## config.mk

```make
export PLATFORM = sky130hd
export DESIGN_NAME = cam_capture_top
export DESIGN_NICKNAME = d
export VERILOG_FILES = /design/src/design/cam_pkg.sv /design/src/design/cam_capture_top.sv /design/src/design/chunk_fifo.sv /design/src/design/pixel_stacker.sv /design/src/design/capture_ctrl.sv /design/src/design/luma_capture.sv
export SDC_FILE = /design/constraint.sdc
export NUM_CORES = 2
export LEC_CHECK = 0
export ABC_AREA = 1
export ABC_CLOCK_PERIOD_IN_PS = 16100
export BUFFER_PORTS_ARGS = -buffer_cell sky130_fd_sc_hd__buf_2
export CORE_MARGIN = 1
export CORE_UTILIZATION = 49
export DETAILED_ROUTE_END_ITERATION = 8
export MAX_ROUTING_LAYER = met4
export PLACE_DENSITY = 0.67
export SLEW_MARGIN = 20
export SYNTH_ARGS = -nofsm -noshare
export SYNTH_HDL_FRONTEND = slang
export SYNTH_SLANG_ARGS = --single-unit
```

## constraint.sdc

```tcl
create_clock -name clk_camera -period 16.1 [get_ports clk_camera]
set_input_delay 0 -clock clk_camera [delete_from_list [all_inputs] [get_ports clk_camera]]
set_output_delay 0 -clock clk_camera [all_outputs]
set_load 0.02 [all_outputs]
```

## src/design/cam_pkg.sv

```systemverilog
`default_nettype none

package cam_pkg;

  // one luminance sample from the camera
  typedef logic [7:0] pixel_t;

  // sixteen samples, first sample in bits 7:0
  typedef logic [127:0] chunk_t;

  // column and row positions
  typedef logic [10:0] hcount_t;
  typedef logic [9:0] vcount_t;

  // completed frames since reset
  typedef logic [15:0] frame_count_t;

  // pixels per DRAM word
  localparam int PIX_PER_CHUNK = 16;

  // 640x360 luminance frame by default
  localparam int DEF_H_RES = 640;
  localparam int DEF_V_RES = 360;

  // chunks held ahead of the output stream
  localparam int DEF_FIFO_DEPTH = 8;

  // capture control FSM
  typedef enum logic [1:0] {
    CAP_IDLE,
    CAP_WAIT_FRAME,
    CAP_RUN,
    CAP_DROP
  } capture_state_t;

endpackage

`default_nettype wire
```

## src/design/cam_capture_top.sv

```systemverilog
`timescale 1ns/100ps
`default_nettype none

module cam_capture_top import cam_pkg::*; #(
  parameter int H_RES      = DEF_H_RES,
  parameter int V_RES      = DEF_V_RES,
  parameter int FIFO_DEPTH = DEF_FIFO_DEPTH
) (
  input  wire          clk_camera,
  input  wire          recent_reset,
  input  pixel_t       cam_d_i,
  input  wire          cam_pclk_i,
  input  wire          cam_hsync_i,
  input  wire          cam_vsync_i,
  output logic         m_tvalid_o,
  output chunk_t       m_tdata_o,
  output logic         m_tlast_o,
  input  wire          m_tready_i,
  output logic         capturing_o,
  output logic         overflow_o,
  output frame_count_t frame_count_o
);

  // camera pixels with position
  logic    pix_valid;
  pixel_t  pix_data;
  hcount_t pix_hcount;
  vcount_t pix_vcount;
  logic    frame_start;

  // gated pixels into the stacker
  logic   stk_valid;
  pixel_t stk_data;
  logic   stk_last;
  logic   stk_abort;
  logic   stk_ready;

  // packed chunks into the queue
  logic   chunk_valid;
  chunk_t chunk_data;
  logic   chunk_last;
  logic   chunk_ready;

  luma_capture #(
    .H_RES(H_RES)
  ) i_luma (
    .clk_camera    (clk_camera),
    .recent_reset  (recent_reset),
    .cam_d_i       (cam_d_i),
    .cam_pclk_i    (cam_pclk_i),
    .cam_hsync_i   (cam_hsync_i),
    .cam_vsync_i   (cam_vsync_i),
    .pix_valid_o   (pix_valid),
    .pix_data_o    (pix_data),
    .pix_hcount_o  (pix_hcount),
    .pix_vcount_o  (pix_vcount),
    .frame_start_o (frame_start)
  );

  capture_ctrl #(
    .H_RES(H_RES),
    .V_RES(V_RES)
  ) i_ctrl (
    .clk_camera    (clk_camera),
    .recent_reset  (recent_reset),
    .pix_valid_i   (pix_valid),
    .pix_data_i    (pix_data),
    .pix_hcount_i  (pix_hcount),
    .pix_vcount_i  (pix_vcount),
    .frame_start_i (frame_start),
    .stk_ready_i   (stk_ready),
    .stk_valid_o   (stk_valid),
    .stk_data_o    (stk_data),
    .stk_last_o    (stk_last),
    .stk_abort_o   (stk_abort),
    .capturing_o   (capturing_o),
    .overflow_o    (overflow_o),
    .frame_count_o (frame_count_o)
  );

  pixel_stacker i_stacker (
    .clk_camera    (clk_camera),
    .recent_reset  (recent_reset),
    .pix_valid_i   (stk_valid),
    .pix_data_i    (stk_data),
    .pix_last_i    (stk_last),
    .abort_i       (stk_abort),
    .pix_ready_o   (stk_ready),
    .chunk_valid_o (chunk_valid),
    .chunk_data_o  (chunk_data),
    .chunk_last_o  (chunk_last),
    .chunk_ready_i (chunk_ready)
  );

  chunk_fifo #(
    .FIFO_DEPTH(FIFO_DEPTH)
  ) i_fifo (
    .clk_camera   (clk_camera),
    .recent_reset (recent_reset),
    .wr_valid_i   (chunk_valid),
    .wr_data_i    (chunk_data),
    .wr_last_i    (chunk_last),
    .wr_ready_o   (chunk_ready),
    .rd_valid_o   (m_tvalid_o),
    .rd_data_o    (m_tdata_o),
    .rd_last_o    (m_tlast_o),
    .rd_ready_i   (m_tready_i)
  );

endmodule

`default_nettype wire

```

## src/design/chunk_fifo.sv

```systemverilog
`timescale 1ns/100ps
`default_nettype none

module chunk_fifo import cam_pkg::*; #(
  parameter int FIFO_DEPTH = DEF_FIFO_DEPTH
) (
  input  wire    clk_camera,
  input  wire    recent_reset,
  input  wire    wr_valid_i,
  input  chunk_t wr_data_i,
  input  wire    wr_last_i,
  output logic   wr_ready_o,
  output logic   rd_valid_o,
  output chunk_t rd_data_o,
  output logic   rd_last_o,
  input  wire    rd_ready_i
);

  localparam int PTR_W = (FIFO_DEPTH > 1) ? $clog2(FIFO_DEPTH) : 1;
  localparam int CNT_W = $clog2(FIFO_DEPTH + 1);

  // ring storage, chunk and tlast side by side
  chunk_t mem_data [FIFO_DEPTH];
  logic   mem_last [FIFO_DEPTH];

  logic [PTR_W-1:0] wr_ptr;
  logic [PTR_W-1:0] rd_ptr;
  // entries in the ring, output register excluded
  logic [CNT_W-1:0] count;

  logic wr_fire;
  logic out_load;
  logic pop;
  logic bypass;
  logic push;

  assign wr_ready_o = (count != CNT_W'(FIFO_DEPTH));
  assign wr_fire    = wr_valid_i & wr_ready_o;
  // output register empty or being taken this cycle
  assign out_load   = ~rd_valid_o | rd_ready_i;
  assign pop        = out_load & (count != '0);
  // empty ring, write goes straight to the output
  assign bypass     = out_load & (count == '0) & wr_fire;
  assign push       = wr_fire & ~bypass;

  always_ff @(posedge clk_camera) begin
    if (recent_reset) begin
      wr_ptr     <= '0;
      rd_ptr     <= '0;
      count      <= '0;
      rd_valid_o <= 1'b0;
    end else begin
      if (push) begin
        wr_ptr <= (wr_ptr == PTR_W'(FIFO_DEPTH - 1)) ? '0 : wr_ptr + 1'b1;
      end
      if (pop) begin
        rd_ptr <= (rd_ptr == PTR_W'(FIFO_DEPTH - 1)) ? '0 : rd_ptr + 1'b1;
      end
      // simultaneous push and pop leave the count alone
      if (push && !pop) begin
        count <= count + 1'b1;
      end else if (pop && !push) begin
        count <= count - 1'b1;
      end
      if (out_load) begin
        rd_valid_o <= pop | bypass;
      end
    end
  end

  always_ff @(posedge clk_camera) begin
    if (push) begin
      mem_data[wr_ptr] <= wr_data_i;
      mem_last[wr_ptr] <= wr_last_i;
    end
    if (pop) begin
      rd_data_o <= mem_data[rd_ptr];
      rd_last_o <= mem_last[rd_ptr];
    end else if (bypass) begin
      rd_data_o <= wr_data_i;
      rd_last_o <= wr_last_i;
    end
  end

endmodule

`default_nettype wire

```

## src/design/pixel_stacker.sv

```systemverilog
`timescale 1ns/100ps
`default_nettype none

module pixel_stacker import cam_pkg::*; (
  input  wire    clk_camera,
  input  wire    recent_reset,
  input  wire    pix_valid_i,
  input  pixel_t pix_data_i,
  input  wire    pix_last_i,
  input  wire    abort_i,
  output logic   pix_ready_o,
  output logic   chunk_valid_o,
  output chunk_t chunk_data_o,
  output logic   chunk_last_o,
  input  wire    chunk_ready_i
);

  localparam int CNT_W = $clog2(PIX_PER_CHUNK);

  // slot of the pixel arriving next
  logic [CNT_W-1:0] count;

  // pixels enter at the top byte and move down
  chunk_t shift_q;
  chunk_t shift_next;
  chunk_t packed_chunk;

  logic accept;
  logic flush;

  // blocked only while a finished chunk is still waiting
  assign pix_ready_o = ~chunk_valid_o | chunk_ready_i;
  assign accept      = pix_valid_i & pix_ready_o;
  assign flush       = accept &
                       ((count == CNT_W'(PIX_PER_CHUNK - 1)) | pix_last_i);

  assign shift_next = {pix_data_i, shift_q[$bits(chunk_t)-1:8]};

  // short chunk slides down to byte 0, zeros fill the top
  assign packed_chunk = shift_next >> (8 * (CNT_W'(PIX_PER_CHUNK - 1) - count));

  always_ff @(posedge clk_camera) begin
    if (recent_reset) begin
      count         <= '0;
      chunk_valid_o <= 1'b0;
    end else begin
      if (chunk_valid_o && chunk_ready_i) begin
        chunk_valid_o <= 1'b0;
      end
      if (abort_i) begin
        // drop the partial chunk, a waiting chunk stays put
        count <= '0;
      end else if (flush) begin
        count         <= '0;
        chunk_valid_o <= 1'b1;
      end else if (accept) begin
        count <= count + 1'b1;
      end
    end
  end

  always_ff @(posedge clk_camera) begin
    if (accept) begin
      shift_q <= shift_next;
    end
    if (flush && !abort_i) begin
      chunk_data_o <= packed_chunk;
      chunk_last_o <= pix_last_i;
    end
  end

endmodule

`default_nettype wire

```

## src/design/capture_ctrl.sv

```systemverilog
`timescale 1ns/100ps
`default_nettype none

module capture_ctrl import cam_pkg::*; #(
  parameter int H_RES = DEF_H_RES,
  parameter int V_RES = DEF_V_RES
) (
  input  wire          clk_camera,
  input  wire          recent_reset,
  input  wire          pix_valid_i,
  input  pixel_t       pix_data_i,
  input  hcount_t      pix_hcount_i,
  input  vcount_t      pix_vcount_i,
  input  wire          frame_start_i,
  input  wire          stk_ready_i,
  output logic         stk_valid_o,
  output pixel_t       stk_data_o,
  output logic         stk_last_o,
  output logic         stk_abort_o,
  output logic         capturing_o,
  output logic         overflow_o,
  output frame_count_t frame_count_o
);

  capture_state_t state;

  logic lost;
  logic is_last;

  // pixel offered to a stalled stacker has nowhere to go
  assign lost = stk_valid_o & ~stk_ready_i;

  // bottom right corner closes the frame
  assign is_last = (pix_hcount_i == hcount_t'(H_RES - 1)) &&
                   (pix_vcount_i == vcount_t'(V_RES - 1));

  assign capturing_o = (state == CAP_RUN);

  always_ff @(posedge clk_camera) begin
    if (recent_reset) begin
      state         <= CAP_IDLE;
      stk_valid_o   <= 1'b0;
      stk_abort_o   <= 1'b0;
      overflow_o    <= 1'b0;
      frame_count_o <= '0;
    end else begin
      stk_valid_o <= 1'b0;
      stk_abort_o <= 1'b0;

      // a frame counts once its last pixel is in the stacker
      if (stk_valid_o && stk_last_o && stk_ready_i) begin
        frame_count_o <= frame_count_o + 1'b1;
      end

      case (state)
        CAP_IDLE: begin
          state <= CAP_WAIT_FRAME;
        end
        CAP_WAIT_FRAME: begin
          // skip the partial frame seen at start-up
          if (frame_start_i) begin
            state <= CAP_RUN;
          end
        end
        CAP_RUN: begin
          if (lost) begin
            // sticky until reset
            overflow_o  <= 1'b1;
            stk_abort_o <= 1'b1;
            state       <= CAP_DROP;
          end else if (frame_start_i) begin
            // realign chunk boundary with the new frame
            stk_abort_o <= 1'b1;
          end else begin
            stk_valid_o <= pix_valid_i;
          end
        end
        CAP_DROP: begin
          // rest of this frame is discarded
          if (frame_start_i) begin
            state <= CAP_RUN;
          end
        end
        default: begin
          state <= CAP_IDLE;
        end
      endcase
    end
  end

  // payload follows every incoming pixel
  always_ff @(posedge clk_camera) begin
    if (pix_valid_i) begin
      stk_data_o <= pix_data_i;
      stk_last_o <= is_last;
    end
  end

endmodule

`default_nettype wire

```

## src/design/luma_capture.sv

```systemverilog
`timescale 1ns/100ps
`default_nettype none

module luma_capture import cam_pkg::*; #(
  parameter int H_RES = DEF_H_RES
) (
  input  wire     clk_camera,
  input  wire     recent_reset,
  input  pixel_t  cam_d_i,
  input  wire     cam_pclk_i,
  input  wire     cam_hsync_i,
  input  wire     cam_vsync_i,
  output logic    pix_valid_o,
  output pixel_t  pix_data_o,
  output hcount_t pix_hcount_o,
  output vcount_t pix_vcount_o,
  output logic    frame_start_o
);

  // two flop synchronizers, all camera pins
  pixel_t d_s1, d_s2;
  logic   pclk_s1, pclk_s2, pclk_q;
  logic   hs_s1, hs_s2, hs_q;
  logic   vs_s1, vs_s2, vs_q;

  // position within the frame
  hcount_t col;
  vcount_t row;

  logic pclk_rise;
  logic hs_fall;
  logic vs_rise;
  logic take_pix;

  // pins are asynchronous, so no reset on the sampling flops
  always_ff @(posedge clk_camera) begin
    d_s1    <= cam_d_i;
    d_s2    <= d_s1;
    pclk_s1 <= cam_pclk_i;
    pclk_s2 <= pclk_s1;
    hs_s1   <= cam_hsync_i;
    hs_s2   <= hs_s1;
    vs_s1   <= cam_vsync_i;
    vs_s2   <= vs_s1;
    // previous values for edge detect
    pclk_q  <= pclk_s2;
    hs_q    <= hs_s2;
    vs_q    <= vs_s2;
  end

  assign pclk_rise = pclk_s2 & ~pclk_q;
  assign hs_fall   = hs_q & ~hs_s2;
  assign vs_rise   = vs_s2 & ~vs_q;
  // sample only inside the active part of a row
  assign take_pix  = pclk_rise & hs_s2;

  always_ff @(posedge clk_camera) begin
    if (recent_reset) begin
      col           <= '0;
      row           <= '0;
      pix_valid_o   <= 1'b0;
      frame_start_o <= 1'b0;
    end else begin
      pix_valid_o   <= take_pix;
      frame_start_o <= vs_rise;
      if (vs_s2) begin
        // vsync level holds the counters at the origin
        col <= '0;
        row <= '0;
      end else if (hs_fall) begin
        col <= '0;
        row <= row + 1'b1;
      end else if (take_pix && col != hcount_t'(H_RES)) begin
        // saturate so overlong rows never wrap into valid columns
        col <= col + 1'b1;
      end
    end
  end

  // pixel payload, tagged with its position
  always_ff @(posedge clk_camera) begin
    if (take_pix) begin
      pix_data_o   <= d_s2;
      pix_hcount_o <= col;
      pix_vcount_o <= row;
    end
  end

endmodule

`default_nettype wire

```

==> impl_metrics.tcl <==
set metrics [dict create \
    maxSlewViolCount 0 \
    period_share_pct 33.5 \
    vias_per_cell 5.47 \
    synth_top_flop_cell "edfxtp_1" \
    p_seq_share_pct 44.5 \
    cpMaxStageDelayCell "dfxtp_4" \
    cts_setup_buffers 0 \
    cts_resized 0 \
    cts_buffers 159 \
    grt_pass1_vias 38300 \
    rr_endpoint "i_fifo.rd_data_o[100]$_DFFE_PP_" \
    hold_violations 0 \
    grt_max_degree 281 \
    finalSetupViolations 0 \
    fmax_ghz 0.185 \
    nFillCells 10700 \
    avgSynthCellArea_um2 11.7 \
    pwr-share-clk_pct 33.8 \
    post-route-min-period_ps 5400 \
    p_comb_share_pct 21.7 \
    grt_util_all_layers_pct 23.2 \
    cts.path.max_buffers 3 \
    met1Wirelength_um 63100 \
    ant_nets 0 \
    ys_seq_elements 1536 \
    p_per_area_nw_per_um2 151 \
    critical_path_peak_fanout 118 \
    cpMostUsedCell "buf_4" \
    die_width_um 364 \
    swShare_pct 31.1 \
    place_hpwl_um 83500 \
    grt_first_pass_wirelength_um 227000 \
    rsz0062_at_grt "no" \
    critical-path-top-delay-family "buffers and inverters" \
    diodes 0 \
    nets 5579 \
    crit_path_start_kind "flip-flop" \
    dieArea_um2 132000 \
    p_int_w 0.00741 \
    syn_inst 5476 \
    io_buffer_count 161 \
    worstMarginPinSlew_ps 1100 \
    cts.sinks 1536 \
    min_to "i_ctrl.frame_count_o[0]$_SDFFE_PP0P_" \
    hp-start "recent_reset" \
    async_flop_share_pct 0 \
    arrival_ps 5930 \
    reg2reg_depth 9 \
    ir_drop_uv 117 \
    grt_overflow_total 0 \
    syn_nets 5503 \
    r2r_setup_slack_ps 10700 \
    post-route-util_pct 54.9 \
    cp.required_ps 16630 \
    whs_ps 150 \
    worst_hold_path_type "primary input to flip-flop" \
    final_layout_size_suffix_gt1_share_pct 10.1 \
    cts_tree "built" \
    first_pass_iters 8 \
    avgRoutedWirePerCell_um 20.1 \
    ys_types 46 \
    top_layer_used "met4" \
    ys_seq_area_share_pct 70.5 \
    finalNonFillerCells 7418 \
    tns_ps 0 \
    fin_worst_skew_ps 23.0 \
    maxCapViolCount 0 \
    slew_headroom_pct 26.4 \
    critPathCaptureType "flip-flop" \
    leakage_nw 26.8 \
    wl_met2_um 71500 \
    initial_core_util_pct 49.5 \
    rows 132 \
    wirelength_um 149000 \
    synth_area_um2 64200 \
    cp.buffers_inverters 4 \
    htreeDepth 4 \
    status "finished clean" \
    critical_path_class "flip-flop to flip-flop" \
    io_pins 162 \
    slowest_delay_ps 1030 \
    core_area_um2 130000 \
    drc 0 \
    clk_pin_slew_worst_paths_ps 60 \
    via_count 40600 \
    synth-edff-count 1448 \
    p_switching_w 0.00334 \
    antenna_found_initial 2 \
    hold_depth 3 \
    path_cells "buf_4, buf_4, buf_4, buf_4, a21oi_1, o21ai_0, nand3_1, nand3_1, nand2_1" \
    gp_congestion 0.944 \
    first_iter_violations 3803 \
    die_y_um 364 \
    cts_root_buffer "clkbuf_16" \
    route.met3.wl_um 10400 \
    clk-insertion-delay-late_ps 800 \
    area_growth_pct 11.0 \
    dp_cells 7106 \
    ys_warn_count 0 \
]
==> flip-flops by register name (all words and copies together) (netlist names), 10 cells and up, named ones only <==
register / count
i_luma.pix_vcount_o: 10
i_luma.row: 10
i_ctrl.frame_count_o: 16
i_fifo.mem_data: 1024
i_stacker.chunk_data_o: 128
i_luma.col: 11
i_luma.pix_hcount_o: 11
i_stacker.shift_q: 120
i_fifo.rd_data_o: 128
==> what timing repair did <==
action	in CTS	in global routing
endpoints found under the hold margin	40	0
setup endpoints to repair	0	0
hold buffers	24	0
==> placed cells by master, fill, tap and decap left out, drive strengths merged <==
| master | n |
|---|---|
| o21ai | 379 |
| clkinvlp | 1 |
| inv | 657 |
| o211a | 1 |
| nand2b | 1 |
| nor3b | 1 |
| a21oi | 304 |
| dfxtp | 88 |
| edfxtp | 1448 |
| a31oi | 1 |
| nand3b | 4 |
| nor4 | 1 |
| nand2 | 1124 |
| nand3 | 583 |
| nor3 | 3 |
| buf | 210 |
| nor2 | 171 |
| dlygate4sd3 | 24 |
| o21bai | 1 |
| o211ai | 294 |
| nand4 | 10 |
| bufinv | 16 |
| clkbuf | 202 |
| ha | 12 |
| or2 | 59 |
| clkinv | 67 |
| xnor2 | 2 |
| fa | 1 |
| xor2 | 10 |
| a21o | 1 |
==> worst max path at each step <==
stage	startpoint	end	slack, ps	depth (start not counted)
2_1_floorplan	i_fifo.rd_valid_o$_SDFFE_PP0P_	i_fifo.mem_data[1][0]$_DFFE_PP_	9040	6
3_3_place_gp	flip-flop	i_fifo.rd_data_o[98]$_DFFE_PP_	10930	9
3_5_place_dp	flip-flop	i_fifo.rd_data_o[105]$_DFFE_PP_	10790	9
4_1_cts	flip-flop	i_fifo.rd_data_o[105]$_DFFE_PP_	10780	9
5_1_grt	flip-flop	i_fifo.rd_data_o[100]$_DFFE_PP_	10190	9
6_report	flip-flop	i_fifo.rd_data_o[100]$_DFFE_PP_	10700	9
==> layer usage <==
metal	GRT usage [%]	up-vias
met5	-	-
met4	7.59	0
met3	3.79	256
met2	36.8	1409
met1	30.6	19700
li1	-	19200
==> power groups by stage <==
stage,registers (W),logic [W],clock network [W]
final,0.00478,0.00233,0.00363
after detailed placement,0.00487,0.00233,0
after global placement,0.00487,0.00229,0
after floorplan,0.00501,0.00159,0
after CTS,0.00478,0.00234,0.00369
after global routing,0.00480,0.00257,0.00384
==> logic make-up (layout without fill, tap and decap cells) <==
family / Yosys count / after routing / synth area share [%]
flip-flops: 1536 / 1536 / 70.5
adder cells (fa/ha/maj): 13 / 13 / 0.265
AO/OA/AOI/OAI: 981 / 981 / 9.13
AND/OR/NAND/NOR: 1957 / 1957 / 13.0
buffers and inverters: 977 / 1177 / 6.89
XOR/XNOR: 12 / 12 / 0.164
==> area by class of cell <==
| type | instances | area (um^2) | share of cell area (%) |
|---|---|---|---|
| sequential | 1536 | 45300 | 63.6 |
| multi-input combinational | 2963 | 14600 | 20.5 |
| clock buffer | 202 | 4240 | 5.96 |
| inverter | 658 | 2500 | 3.51 |
| tap | 1742 | 2180 | 3.06 |
| timing repair buffer | 234 | 1540 | 2.17 |
| clock inverter | 83 | 890 | 1.25 |
==> worst reg2reg max path: stages, from the launching register on <==
cell	delay [ps]
dfxtp_4	1030
buf_4	790
buf_4	800
buf_4	930
buf_4	970
a21oi_1	220
o21ai_0	110
nand3_1	90
nand3_1	120
nand2_1	80
==> cell usage after synthesis, drive strengths merged (12+ instances only) <==
| master | n | area (um^2) |
|---|---|---|
| clkbuf | 63 | 243 |
| nor2 | 171 | 684 |
| dfxtp | 88 | 1760 |
| o21ai | 379 | 2080 |
| or2 | 59 | 369 |
| ha | 12 | 150 |
| nand3 | 583 | 2930 |
| o211ai | 294 | 2220 |
| nand2 | 1124 | 4250 |
| edfxtp | 1448 | 43500 |
| buf | 256 | 1700 |
| inv | 652 | 2450 |
| a21oi | 304 | 1520 |
==> metrics by stage <==
step | worst slack, ps | power (W) | area, um^2
floorplan | 9040 | 0.00660 | 64200
global placement | 10930 | 0.00716 | 65700
detailed placement | 10790 | 0.00720 | 65700
CTS | 10780 | 0.0108 | 71100
global route | 10190 | 0.0112 | 71200
finish | 10700 | 0.0107 | 71200
Note: power is estimated with default switching activity, not from simulation.
